===== src/source/hmc_flit_params.svh =====
`ifndef HMC_FLIT_PARAMS_SVH
`define HMC_FLIT_PARAMS_SVH

// ----------------------------------------
// Beat geometry
// ----------------------------------------
// Four FLITs per beat, slot 0 in the low bits
`define HMC_FPW     4
`define HMC_FLIT_W  128
`define HMC_BEAT_W  512
// Valid, header and tail masks plus the error nibble
`define HMC_USER_W  16

// ----------------------------------------
// User side widths
// ----------------------------------------
`define HMC_DATA_W  256
// 32-byte granule, placed at header address bit 5
`define HMC_ADDR_W  27
`define HMC_TAG_W   9

// ----------------------------------------
// Commands and packet lengths
// ----------------------------------------
`define HMC_CMD_P_WR32  6'b011001
`define HMC_CMD_RD32    6'b110001
`define HMC_LNG_WR32    4'd3
`define HMC_LNG_RD32    4'd1

// Cycles to wait after the controller reports init done
`define HMC_INIT_WAIT   256

`endif


===== src/source/hmc_flit_pkg.sv =====
`include "hmc_flit_params.svh"

package hmc_flit_pkg;

  // ----------------------------------------
  // Packet header, HMC field order
  // ----------------------------------------
  // Same layout for requests and read responses
  typedef struct packed {
    // Cube ID, zero for a single device
    logic [2:0]  cub;
    logic [2:0]  res_hi;
    // Byte address, low 5 bits zero for 32-byte access
    logic [33:0] adrs;
    logic [8:0]  tag;
    // Duplicate of the length field
    logic [3:0]  dln;
    // Packet length in FLITs, header and tail included
    logic [3:0]  lng;
    logic        res_lo;
    logic [5:0]  cmd;
  } hmc_hdr_t;

  // ----------------------------------------
  // One FLIT, two views of the same word
  // ----------------------------------------
  typedef union packed {
    // Head FLIT: header in the low word, tail word above it
    struct packed {
      logic [63:0] tail;
      hmc_hdr_t    hdr;
    } head;
    // Payload FLIT: two data words, lo comes first on the wire
    struct packed {
      logic [63:0] hi;
      logic [63:0] lo;
    } data;
  } hmc_flit_t;

  // ----------------------------------------
  // Per-beat user bits, one bit per slot
  // ----------------------------------------
  typedef struct packed {
    // Error response bits from the controller, not decoded
    logic [`HMC_USER_W-3*`HMC_FPW-1:0] err;
    logic [`HMC_FPW-1:0]               tail;
    logic [`HMC_FPW-1:0]               hdr;
    logic [`HMC_FPW-1:0]               valid;
  } hmc_user_t;

  // 32-byte payload of a write or a read response
  typedef logic [`HMC_DATA_W-1:0] hmc_data_t;

  // Request tag, returned in the response header
  typedef logic [`HMC_TAG_W-1:0] hmc_tag_t;

endpackage


===== src/source/hmc_req_packer.sv =====
`include "hmc_flit_params.svh"

module hmc_req_packer (
  input  logic                        CLK,
  input  logic                        RST,
  input  logic                        init_done_i,
  input  logic                        wr_req_i,
  input  logic [`HMC_ADDR_W-1:0]      wr_addr_i,
  input  hmc_flit_pkg::hmc_data_t     wr_data_i,
  input  logic                        rd_req_i,
  input  logic [`HMC_ADDR_W-1:0]      rd_addr_i,
  input  hmc_flit_pkg::hmc_tag_t      rd_tag_i,
  input  logic                        tx_ready_i,
  output logic                        wr_ready_o,
  output logic                        rd_ready_o,
  output logic                        tx_valid_o,
  output logic [`HMC_BEAT_W-1:0]      tx_data_o,
  output hmc_flit_pkg::hmc_user_t     tx_user_o
);

  localparam int SETTLE_W = $clog2(`HMC_INIT_WAIT + 1);

  logic [SETTLE_W-1:0]     settle_cnt_q;
  logic                    init_ok_q;
  logic                    can_accept;
  logic                    wr_acc;
  logic                    rd_acc;
  hmc_flit_pkg::hmc_tag_t  wr_tag_q;
  hmc_flit_pkg::hmc_flit_t wr_head;
  hmc_flit_pkg::hmc_flit_t wr_mid;
  hmc_flit_pkg::hmc_flit_t wr_last;
  hmc_flit_pkg::hmc_flit_t rd_head;
  logic                    tx_valid_q;
  logic [`HMC_BEAT_W-1:0]  tx_data_q;
  hmc_flit_pkg::hmc_user_t tx_user_q;

  // ----------------------------------------
  // Start-up gate
  // ----------------------------------------
  // Counting starts on the first init_done_i and then runs to the end
  always_ff @(posedge CLK) begin
    if (RST) begin
      settle_cnt_q <= '0;
      init_ok_q    <= 1'b0;
    end else if (!init_ok_q && (init_done_i || settle_cnt_q != '0)) begin
      settle_cnt_q <= settle_cnt_q + 1'b1;
      if (settle_cnt_q == SETTLE_W'(`HMC_INIT_WAIT - 1)) begin
        init_ok_q <= 1'b1;
      end
    end
  end

  // Stall while the held beat is still refused by the controller
  assign can_accept = init_ok_q && (!tx_valid_q || tx_ready_i);
  assign wr_acc     = wr_req_i && can_accept;
  assign rd_acc     = rd_req_i && can_accept;

  // ----------------------------------------
  // FLIT builders
  // ----------------------------------------
  always_comb begin
    // P_WR32 head, first data word rides in the upper half
    wr_head               = '0;
    wr_head.head.hdr.adrs = {{(34 - `HMC_ADDR_W - 5){1'b0}}, wr_addr_i, 5'b00000};
    wr_head.head.hdr.tag  = wr_tag_q;
    wr_head.head.hdr.dln  = `HMC_LNG_WR32;
    wr_head.head.hdr.lng  = `HMC_LNG_WR32;
    wr_head.head.hdr.cmd  = `HMC_CMD_P_WR32;
    wr_head.data.hi       = wr_data_i[63:0];
    // Middle FLIT is pure payload
    wr_mid = wr_data_i[191:64];
    // Last data word, tail left zero for the controller to fill
    wr_last         = '0;
    wr_last.data.lo = wr_data_i[255:192];
    // RD32 is a single head FLIT with the user tag
    rd_head               = '0;
    rd_head.head.hdr.adrs = {{(34 - `HMC_ADDR_W - 5){1'b0}}, rd_addr_i, 5'b00000};
    rd_head.head.hdr.tag  = rd_tag_i;
    rd_head.head.hdr.dln  = `HMC_LNG_RD32;
    rd_head.head.hdr.lng  = `HMC_LNG_RD32;
    rd_head.head.hdr.cmd  = `HMC_CMD_RD32;
  end

  // ----------------------------------------
  // TX beat register
  // ----------------------------------------
  always_ff @(posedge CLK) begin
    if (RST) begin
      tx_valid_q <= 1'b0;
      wr_tag_q   <= hmc_flit_pkg::hmc_tag_t'(1);
    end else begin
      if (wr_acc || rd_acc) begin
        tx_valid_q <= 1'b1;
      end else if (tx_ready_i) begin
        tx_valid_q <= 1'b0;
      end
      // Posted writes are tagged internally
      if (wr_acc) begin
        wr_tag_q <= wr_tag_q + 1'b1;
      end
    end
  end

  // Write in slots 0 to 2, read in slot 3
  always_ff @(posedge CLK) begin
    if (wr_acc || rd_acc) begin
      tx_data_q <= {rd_acc ? rd_head : '0, wr_acc ? wr_last : '0,
                    wr_acc ? wr_mid : '0, wr_acc ? wr_head : '0};
      tx_user_q.err   <= '0;
      tx_user_q.valid <= {rd_acc, wr_acc, wr_acc, wr_acc};
      tx_user_q.hdr   <= {rd_acc, 2'b00, wr_acc};
      tx_user_q.tail  <= {rd_acc, wr_acc, 2'b00};
    end
  end

  assign wr_ready_o = can_accept;
  assign rd_ready_o = can_accept;
  assign tx_valid_o = tx_valid_q;
  assign tx_data_o  = tx_data_q;
  assign tx_user_o  = tx_user_q;

endmodule


===== src/source/hmc_rsp_align.sv =====
`include "hmc_flit_params.svh"

module hmc_rsp_align (
  input  logic                    CLK,
  input  logic                    RST,
  input  logic                    beat_take_i,
  input  logic [`HMC_BEAT_W-1:0]  rx_data_i,
  input  hmc_flit_pkg::hmc_user_t rx_user_i,
  output logic                    rsp0_valid_o,
  output logic                    rsp1_valid_o,
  output hmc_flit_pkg::hmc_data_t rsp0_data_o,
  output hmc_flit_pkg::hmc_data_t rsp1_data_o,
  output hmc_flit_pkg::hmc_tag_t  rsp0_tag_o,
  output hmc_flit_pkg::hmc_tag_t  rsp1_tag_o
);

  hmc_flit_pkg::hmc_flit_t slot [`HMC_FPW];
  hmc_flit_pkg::hmc_user_t u;
  logic                    whole0;
  logic                    whole1;
  logic                    start2;
  logic                    start3;
  logic                    cont2;
  logic                    cont3;
  logic                    pend2_q;
  logic                    pend3_q;
  logic [191:0]            part_data_q;
  hmc_flit_pkg::hmc_tag_t  part_tag_q;
  logic                    whole_vld;
  hmc_flit_pkg::hmc_data_t whole_data;
  hmc_flit_pkg::hmc_tag_t  whole_tag;
  logic                    cont_vld;
  hmc_flit_pkg::hmc_data_t cont_data;

  // Split the beat into FLIT slots
  always_comb begin
    for (int i = 0; i < `HMC_FPW; i++) begin
      slot[i] = rx_data_i[i*`HMC_FLIT_W +: `HMC_FLIT_W];
    end
  end

  assign u = rx_user_i;

  // ----------------------------------------
  // Start and completion cases
  // ----------------------------------------
  // Whole response in slots 0 to 2
  assign whole0 = u.valid[2:0] == 3'b111 && u.hdr[2:0] == 3'b001 && u.tail[2:0] == 3'b100;
  // Whole response in slots 1 to 3
  assign whole1 = u.valid[3:1] == 3'b111 && u.hdr[3:1] == 3'b001 && u.tail[3:1] == 3'b100;
  // Header in slot 2, last FLIT in slot 0 of the next beat
  assign start2 = u.valid[3:2] == 2'b11 && u.hdr[3:2] == 2'b01 && u.tail[3:2] == 2'b00;
  // Header in slot 3, last FLIT in slot 1 of the next beat
  assign start3 = u.valid[3] && u.hdr[3] && !u.tail[3];

  // Completion of a pending response, never a header in those slots
  assign cont2 = pend2_q && u.valid[0] && !u.hdr[0] && u.tail[0];
  assign cont3 = pend3_q && u.valid[1:0] == 2'b11 && u.hdr[1:0] == 2'b00 &&
                 u.tail[1:0] == 2'b10;

  // ----------------------------------------
  // Partial response register
  // ----------------------------------------
  always_ff @(posedge CLK) begin
    if (RST) begin
      pend2_q <= 1'b0;
      pend3_q <= 1'b0;
    end else if (beat_take_i) begin
      // A new partial may start in the same beat that ends the old one
      pend2_q <= start2 || (pend2_q && !cont2);
      pend3_q <= start3 || (pend3_q && !cont3);
    end
  end

  always_ff @(posedge CLK) begin
    if (beat_take_i && start2) begin
      // Header data word plus the whole of slot 3
      part_data_q <= {slot[3], slot[2].data.hi};
      part_tag_q  <= slot[2].head.hdr.tag;
    end else if (beat_take_i && start3) begin
      // Only the word next to the header so far
      part_data_q <= {128'd0, slot[3].data.hi};
      part_tag_q  <= slot[3].head.hdr.tag;
    end
  end

  // ----------------------------------------
  // Response lanes
  // ----------------------------------------
  always_comb begin
    whole_vld = beat_take_i && (whole0 || whole1);
    if (whole0) begin
      whole_data = {slot[2].data.lo, slot[1], slot[0].data.hi};
      whole_tag  = slot[0].head.hdr.tag;
    end else begin
      whole_data = {slot[3].data.lo, slot[2], slot[1].data.hi};
      whole_tag  = slot[1].head.hdr.tag;
    end
    cont_vld = beat_take_i && (cont2 || cont3);
    if (cont2) begin
      cont_data = {slot[0].data.lo, part_data_q};
    end else begin
      cont_data = {slot[1].data.lo, slot[0], part_data_q[63:0]};
    end
  end

  // The completed partial is older than anything starting in this beat
  assign rsp0_valid_o = cont_vld || whole_vld;
  assign rsp0_data_o  = cont_vld ? cont_data : whole_data;
  assign rsp0_tag_o   = cont_vld ? part_tag_q : whole_tag;

  // Second lane only when both a partial and a whole response end here
  assign rsp1_valid_o = cont_vld && whole_vld;
  assign rsp1_data_o  = whole_data;
  assign rsp1_tag_o   = whole_tag;

endmodule


===== src/source/hmc_rsp_queue.sv =====
module hmc_rsp_queue (
  input  logic                    CLK,
  input  logic                    RST,
  input  logic                    rsp0_valid_i,
  input  logic                    rsp1_valid_i,
  input  hmc_flit_pkg::hmc_data_t rsp0_data_i,
  input  hmc_flit_pkg::hmc_data_t rsp1_data_i,
  input  hmc_flit_pkg::hmc_tag_t  rsp0_tag_i,
  input  hmc_flit_pkg::hmc_tag_t  rsp1_tag_i,
  output logic                    rx_ready_o,
  output logic                    rsp_valid_o,
  output hmc_flit_pkg::hmc_data_t rsp_data_o,
  output hmc_flit_pkg::hmc_tag_t  rsp_tag_o
);

  localparam int DEPTH = 4;

  hmc_flit_pkg::hmc_data_t data_mem [DEPTH];
  hmc_flit_pkg::hmc_tag_t  tag_mem  [DEPTH];
  logic [1:0]              wr_ptr_q;
  logic [1:0]              rd_ptr_q;
  logic [2:0]              count_q;
  logic [1:0]              push_cnt;
  logic                    pop;

  assign push_cnt = 2'(rsp0_valid_i) + 2'(rsp1_valid_i);
  // No user back-pressure, head leaves every cycle
  assign pop      = count_q != 3'd0;

  // Lane 1 lands behind lane 0 when both push
  always_ff @(posedge CLK) begin
    if (rsp0_valid_i) begin
      data_mem[wr_ptr_q] <= rsp0_data_i;
      tag_mem[wr_ptr_q]  <= rsp0_tag_i;
    end
    if (rsp1_valid_i) begin
      data_mem[wr_ptr_q + 2'(rsp0_valid_i)] <= rsp1_data_i;
      tag_mem[wr_ptr_q + 2'(rsp0_valid_i)]  <= rsp1_tag_i;
    end
  end

  always_ff @(posedge CLK) begin
    if (RST) begin
      wr_ptr_q <= '0;
      rd_ptr_q <= '0;
      count_q  <= '0;
    end else begin
      wr_ptr_q <= wr_ptr_q + push_cnt;
      rd_ptr_q <= rd_ptr_q + 2'(pop);
      count_q  <= count_q + {1'b0, push_cnt} - {2'b00, pop};
    end
  end

  // Two free entries always left for a two-response beat
  assign rx_ready_o  = count_q <= 3'd2;
  assign rsp_valid_o = pop;
  assign rsp_data_o  = data_mem[rd_ptr_q];
  assign rsp_tag_o   = tag_mem[rd_ptr_q];

endmodule


===== src/source/hmc_flit_user.sv =====
`include "hmc_flit_params.svh"

module hmc_flit_user (
  input  logic                        CLK,
  input  logic                        RST,
  input  logic                        init_done_i,
  // User write port
  input  logic                        wr_req_i,
  input  logic [`HMC_ADDR_W-1:0]      wr_addr_i,
  input  hmc_flit_pkg::hmc_data_t     wr_data_i,
  output logic                        wr_ready_o,
  // User read port
  input  logic                        rd_req_i,
  input  logic [`HMC_ADDR_W-1:0]      rd_addr_i,
  input  hmc_flit_pkg::hmc_tag_t      rd_tag_i,
  output logic                        rd_ready_o,
  // TX stream toward the controller
  output logic                        tx_valid_o,
  input  logic                        tx_ready_i,
  output logic [`HMC_BEAT_W-1:0]      tx_data_o,
  output hmc_flit_pkg::hmc_user_t     tx_user_o,
  // RX stream from the controller
  input  logic                        rx_valid_i,
  output logic                        rx_ready_o,
  input  logic [`HMC_BEAT_W-1:0]      rx_data_i,
  input  hmc_flit_pkg::hmc_user_t     rx_user_i,
  // Read responses
  output logic                        rsp_valid_o,
  output hmc_flit_pkg::hmc_data_t     rsp_data_o,
  output hmc_flit_pkg::hmc_tag_t      rsp_tag_o
);

  logic                    beat_take;
  logic                    rsp0_valid;
  logic                    rsp1_valid;
  hmc_flit_pkg::hmc_data_t rsp0_data;
  hmc_flit_pkg::hmc_data_t rsp1_data;
  hmc_flit_pkg::hmc_tag_t  rsp0_tag;
  hmc_flit_pkg::hmc_tag_t  rsp1_tag;

  // ----------------------------------------
  // Request side
  // ----------------------------------------
  hmc_req_packer u_packer (
    .CLK         (CLK),
    .RST         (RST),
    .init_done_i (init_done_i),
    .wr_req_i    (wr_req_i),
    .wr_addr_i   (wr_addr_i),
    .wr_data_i   (wr_data_i),
    .rd_req_i    (rd_req_i),
    .rd_addr_i   (rd_addr_i),
    .rd_tag_i    (rd_tag_i),
    .tx_ready_i  (tx_ready_i),
    .wr_ready_o  (wr_ready_o),
    .rd_ready_o  (rd_ready_o),
    .tx_valid_o  (tx_valid_o),
    .tx_data_o   (tx_data_o),
    .tx_user_o   (tx_user_o)
  );

  // ----------------------------------------
  // Response side
  // ----------------------------------------
  // Beat is taken only when the queue has room for two responses
  assign beat_take = rx_valid_i && rx_ready_o;

  hmc_rsp_align u_align (
    .CLK          (CLK),
    .RST          (RST),
    .beat_take_i  (beat_take),
    .rx_data_i    (rx_data_i),
    .rx_user_i    (rx_user_i),
    .rsp0_valid_o (rsp0_valid),
    .rsp1_valid_o (rsp1_valid),
    .rsp0_data_o  (rsp0_data),
    .rsp1_data_o  (rsp1_data),
    .rsp0_tag_o   (rsp0_tag),
    .rsp1_tag_o   (rsp1_tag)
  );

  hmc_rsp_queue u_queue (
    .CLK          (CLK),
    .RST          (RST),
    .rsp0_valid_i (rsp0_valid),
    .rsp1_valid_i (rsp1_valid),
    .rsp0_data_i  (rsp0_data),
    .rsp1_data_i  (rsp1_data),
    .rsp0_tag_i   (rsp0_tag),
    .rsp1_tag_i   (rsp1_tag),
    .rx_ready_o   (rx_ready_o),
    .rsp_valid_o  (rsp_valid_o),
    .rsp_data_o   (rsp_data_o),
    .rsp_tag_o    (rsp_tag_o)
  );

endmodule


===== config.mk =====
export PLATFORM = sky130hd
export DESIGN_NAME = hmc_flit_user
export DESIGN_NICKNAME = d
export VERILOG_FILES = /design/src/source/hmc_flit_pkg.sv /design/src/source/hmc_req_packer.sv /design/src/source/hmc_rsp_align.sv /design/src/source/hmc_rsp_queue.sv /design/src/source/hmc_flit_user.sv
export VERILOG_INCLUDE_DIRS = /design/src /design/src/source
export SDC_FILE = /design/constraint.sdc
export NUM_CORES = 2
export LEC_CHECK = 0
export BUFFER_PORTS_ARGS = -buffer_cell sky130_fd_sc_hd__buf_2
export CORE_AREA = 4 4 638 640
export CTS_CLUSTER_DIAMETER = 150
export DETAILED_ROUTE_END_ITERATION = 8
export DIE_AREA = 0 0 642 644
export GPL_ROUTABILITY_DRIVEN = 0
export SYNTH_ARGS = -nofsm -noshare
export SYNTH_HDL_FRONTEND = slang
export SYNTH_SLANG_ARGS = --single-unit

===== constraint.sdc =====
create_clock -name CLK -period 21.9 [get_ports CLK]
set_input_delay 2.19 -clock CLK [delete_from_list [all_inputs] [get_ports CLK]]
set_output_delay 2.19 -clock CLK [all_outputs]
set_load 0.005 [all_outputs]

==> results.toml <==
[clocking]
hold_buffers = 0
clk_latency_ps = 920
cts-root-buf = "clkbuf_16"
post-cts-setup-buffers = 0
clk_pin_slew_worst_paths_ps = 60
cts.sinks = 1620
clock_path_buffers = 4
htreeDepth = 4
cts_tree = "built"
cts_buffers = 191
postCtsResizedCells = 0

[critical_path]
cp-end-kind = "register"
path_buf_inv = 6
path_common_cell = "buf_4"
rrSetupSlack_ps = 15480
crit_path_top_delay_cell = "buf_4"
cp_top_family = "buffers and inverters"
r2r_end = "u_queue.tag_mem[2][3]"
arrival_ps = 8500
timing.rr.start = "u_align.pend2_q"
critPathLaunchType = "input pin"
cp_max_fo = 51
reg2reg_depth = 14
critical_path.max_stage_delay_ps = 980
path_class = "in -> reg"
crit_chain = "buf_2 > nor2b_1 > nand4_1 > nor2_1 > o21ai_0 > ha_1 > inv_1 > ha_1 > nor2b_1 > nand2_1 > o211ai_4 > buf_4 > buf_4 > buf_4 > buf_4 > mux2_2"
crit_required_ps = 22570

[placement]
hpwl_mm = 251
io_buffer_count = 1467
placed_area_um2 = 90100

[synthesis]
synth-main-ff-cell = "edfxtp_1"
synth_compound_gate_area_share_pct = 0.297
syn_area_um2 = 77600
synth-adder-area-share_pct = 0.236
synth_simple_gate_area_share_pct = 4.30
synth.area.top_cells = "edfxtp_1 (62%), mux2i_1 (19%), mux4_2 (7.7%), and2_1 (3.7%), buf_4 (2.4%)"
yosys_register_bits = 1620
synth_xor_xnor_area_share_pct = 0.147
synth_top_area_share_pct = 61.6
synth_edf_count = 1591
synth.mux.area_fraction_pct = 28.4
synth_cell_types = 45
yosysWarningCount = 0
synth_top_family_by_area = "multiplexers"
yosysSeqAreaShare_pct = 62.3
yosysTopAreaCell = "edfxtp_1"
syn_inst = 4656
avgSynthCellArea_um2 = 16.7
async_flop_share_pct = 0

[die]
start_util_pct = 19.3
io_pins = 1652
die-area_um2 = 413000
core_region_area_um2 = 401000
num_rows = 233
die_w_um = 642
die_h_um = 644

[route]
drtPass1Iterations = 5
drtIter0Drc = 3794
viasPerCell = 4.17
postRouteAntennaNets = 0
drc = 0
finalWirelength_mm = 341
num_vias = 49800
wl_per_cell_um = 28.5

[layout]
layout-drive-gt1-share_pct = 35.7
syn2layout_area_growth_pct = 25.4
nets = 6955
filler_cell_count = 41900
finalInstanceArea_um2 = 97300

[global_route]
grt_usage_pct = 15.7
grt_pass1_vias = 50500
antenna_found_initial = 218
gr-total-overflow = 0
grt_max_degree = 128
grt_pass1_wl_mm = 449

[timing]
max_freq_mhz = 128
timing.setup.tns_ps = 0
fin_crit_ps = 7830
tightest_slew_ps = 1270
maxSlewHeadroom_pct = 15.1
hold_viol = 0
setup_viol = 0
fin_skew_ps = 108
slew_violations = 0
rsz0062_at_grt = "false"
finalCritPeriodShare_pct = 35.8

[power]
peakVddDrop_uv = 80.5
p_per_area_nw_per_um2 = 83.3
p_leak_uw = 0.0402

[worst_hold_path]
min_delay_path_depth = 2
hp-start = "u_packer.wr_tag_q[8]"
min_path_type = "reg -> reg"
min_to = "u_packer.wr_tag_q[8]"

[run_status]
status = "finished, final reports clean"

[flow_run]
maxCapViolCount = 0
==> cells by family after synthesis <==
logic type | Yosys count
muxes | 1858
DFF | 1620
buffers and inverters | 572
and+or+nand+nor | 543
xor gates and xnor gates | 13
AOI/OAI and AO/OA | 35
adders and majority gates | 14
other | 1
==> report_power, final <==
group	internal [uW]	total, uW	switching, uW
sequential	3410	3460	46.4
clock	1820	3210	1380
combinational	618	1440	823
==> final cells by class <==
class | count | area, um2 | area share (%)
antenna | 410 | 1030 | 1.05
clock buffer | 229 | 4940 | 5.08
clock inverter | 117 | 1230 | 1.27
inverter | 81 | 319 | 0.328
multi-input combinational | 2643 | 26700 | 27.4
sequential | 1620 | 48400 | 49.7
tap | 5287 | 6620 | 6.80
timing repair buffer | 1550 | 8100 | 8.33
==> per-layer routing <==
layer	vias up	wire length, um	track usage (%)
li1	21000	-	-
met5	-	328	0
met2	2493	178000	28.2
met1	25500	111000	15.7
met3	725	25200	4.07
met4	48	25900	11.1
==> registers in the layout, summed over array words and instances (netlist names), 3 cells and up <==
| signal | cells |
|---|---|
| u_align.part_data_q | 192 |
| u_queue.data_mem | 1024 |
| u_packer.settle_cnt_q | 9 |
| u_packer.wr_tag_q | 9 |
| u_align.part_tag_q | 9 |
| u_packer.tx_data_o | 329 |
| u_queue.count_q | 3 |
| u_queue.tag_mem | 36 |
==> cell usage after synthesis (all sizes together), types with 4 or more instances <==
cell type     n
mux2i      1473
mux4        265
a21oi        14
and4          4
edfxtp     1591
nor2b         9
buf         415
xor2          7
nand3         6
inv          81
dfxtp        29
or3           4
mux2        120
o31ai         4
and2        455
nand2        13
nand4        10
o21ai         7
xnor2         6
nor2         25
ha           13
clkbuf       76
==> worst min-delay path: stages, from the launching register on <==
cell,delay [ps]
dfxtp_1,320
o31ai_1,60
a21oi_1,50
==> per-stage QoR <==
step                util (%)  setup slack [ps]  std cells  hold slack (ps)  power [uW]
finish                  24.2             14070      11900              491        8100
global route            24.2             14090      11900              522        8410
CTS                     24.0             14270      11500              492        8230
detailed placement      22.4             13230      11200              484        5010
global placement        22.4             13190      11200              480        5000
floorplan                  -              5750       4835              447        4250
==> placed cells by master (no fill, tap or decap), types with 3 or more instances in the layout <==
cell type and n:
clkbuf_1 36, nor2_1 24, xor2_1 7, mux2_2 120, xnor2_1 6, and2_1 455
dfxtp_1 27, mux2i_1 1473, inv_6 6, nand3b_1 3, buf_12 11, and4_1 3
bufinv_16 17, nand3_1 6, buf_2 1467, nand4_1 9, nor2b_1 9, conb_1 180
or3_1 3, or4_1 3, ha_1 13, buf_4 72, o21ai_0 6, inv_1 79
nand2_1 13, clkinvlp_4 6, clkinv_4 5, mux4_2 265, clkinv_2 36, o31ai_1 3
clkinv_16 6, edfxtp_1 1591, a21oi_1 14, inv_8 3, diode_2 410, clkbuf_16 191
clkinv_1 36
==> how the worst max path moves through the flow <==
| stage | startpoint | cells after the start | to |
|---|---|---|---|
| 5_1_grt | rx_user_i[8] | 16 | u_queue.tag_mem[2][3] |
| 4_1_cts | rx_user_i[10] | 16 | u_queue.tag_mem[2][3] |
| 6_report | rx_user_i[10] | 16 | u_queue.tag_mem[2][3] |
| 3_5_place_dp | rx_user_i[10] | 16 | u_queue.tag_mem[2][3] |
| 3_3_place_gp | rx_user_i[2] | 16 | u_queue.tag_mem[2][3] |
| 2_1_floorplan | rx_user_i[4] | 11 | u_queue.data_mem[2][0] |
Power figures use the tool's default switching activity.
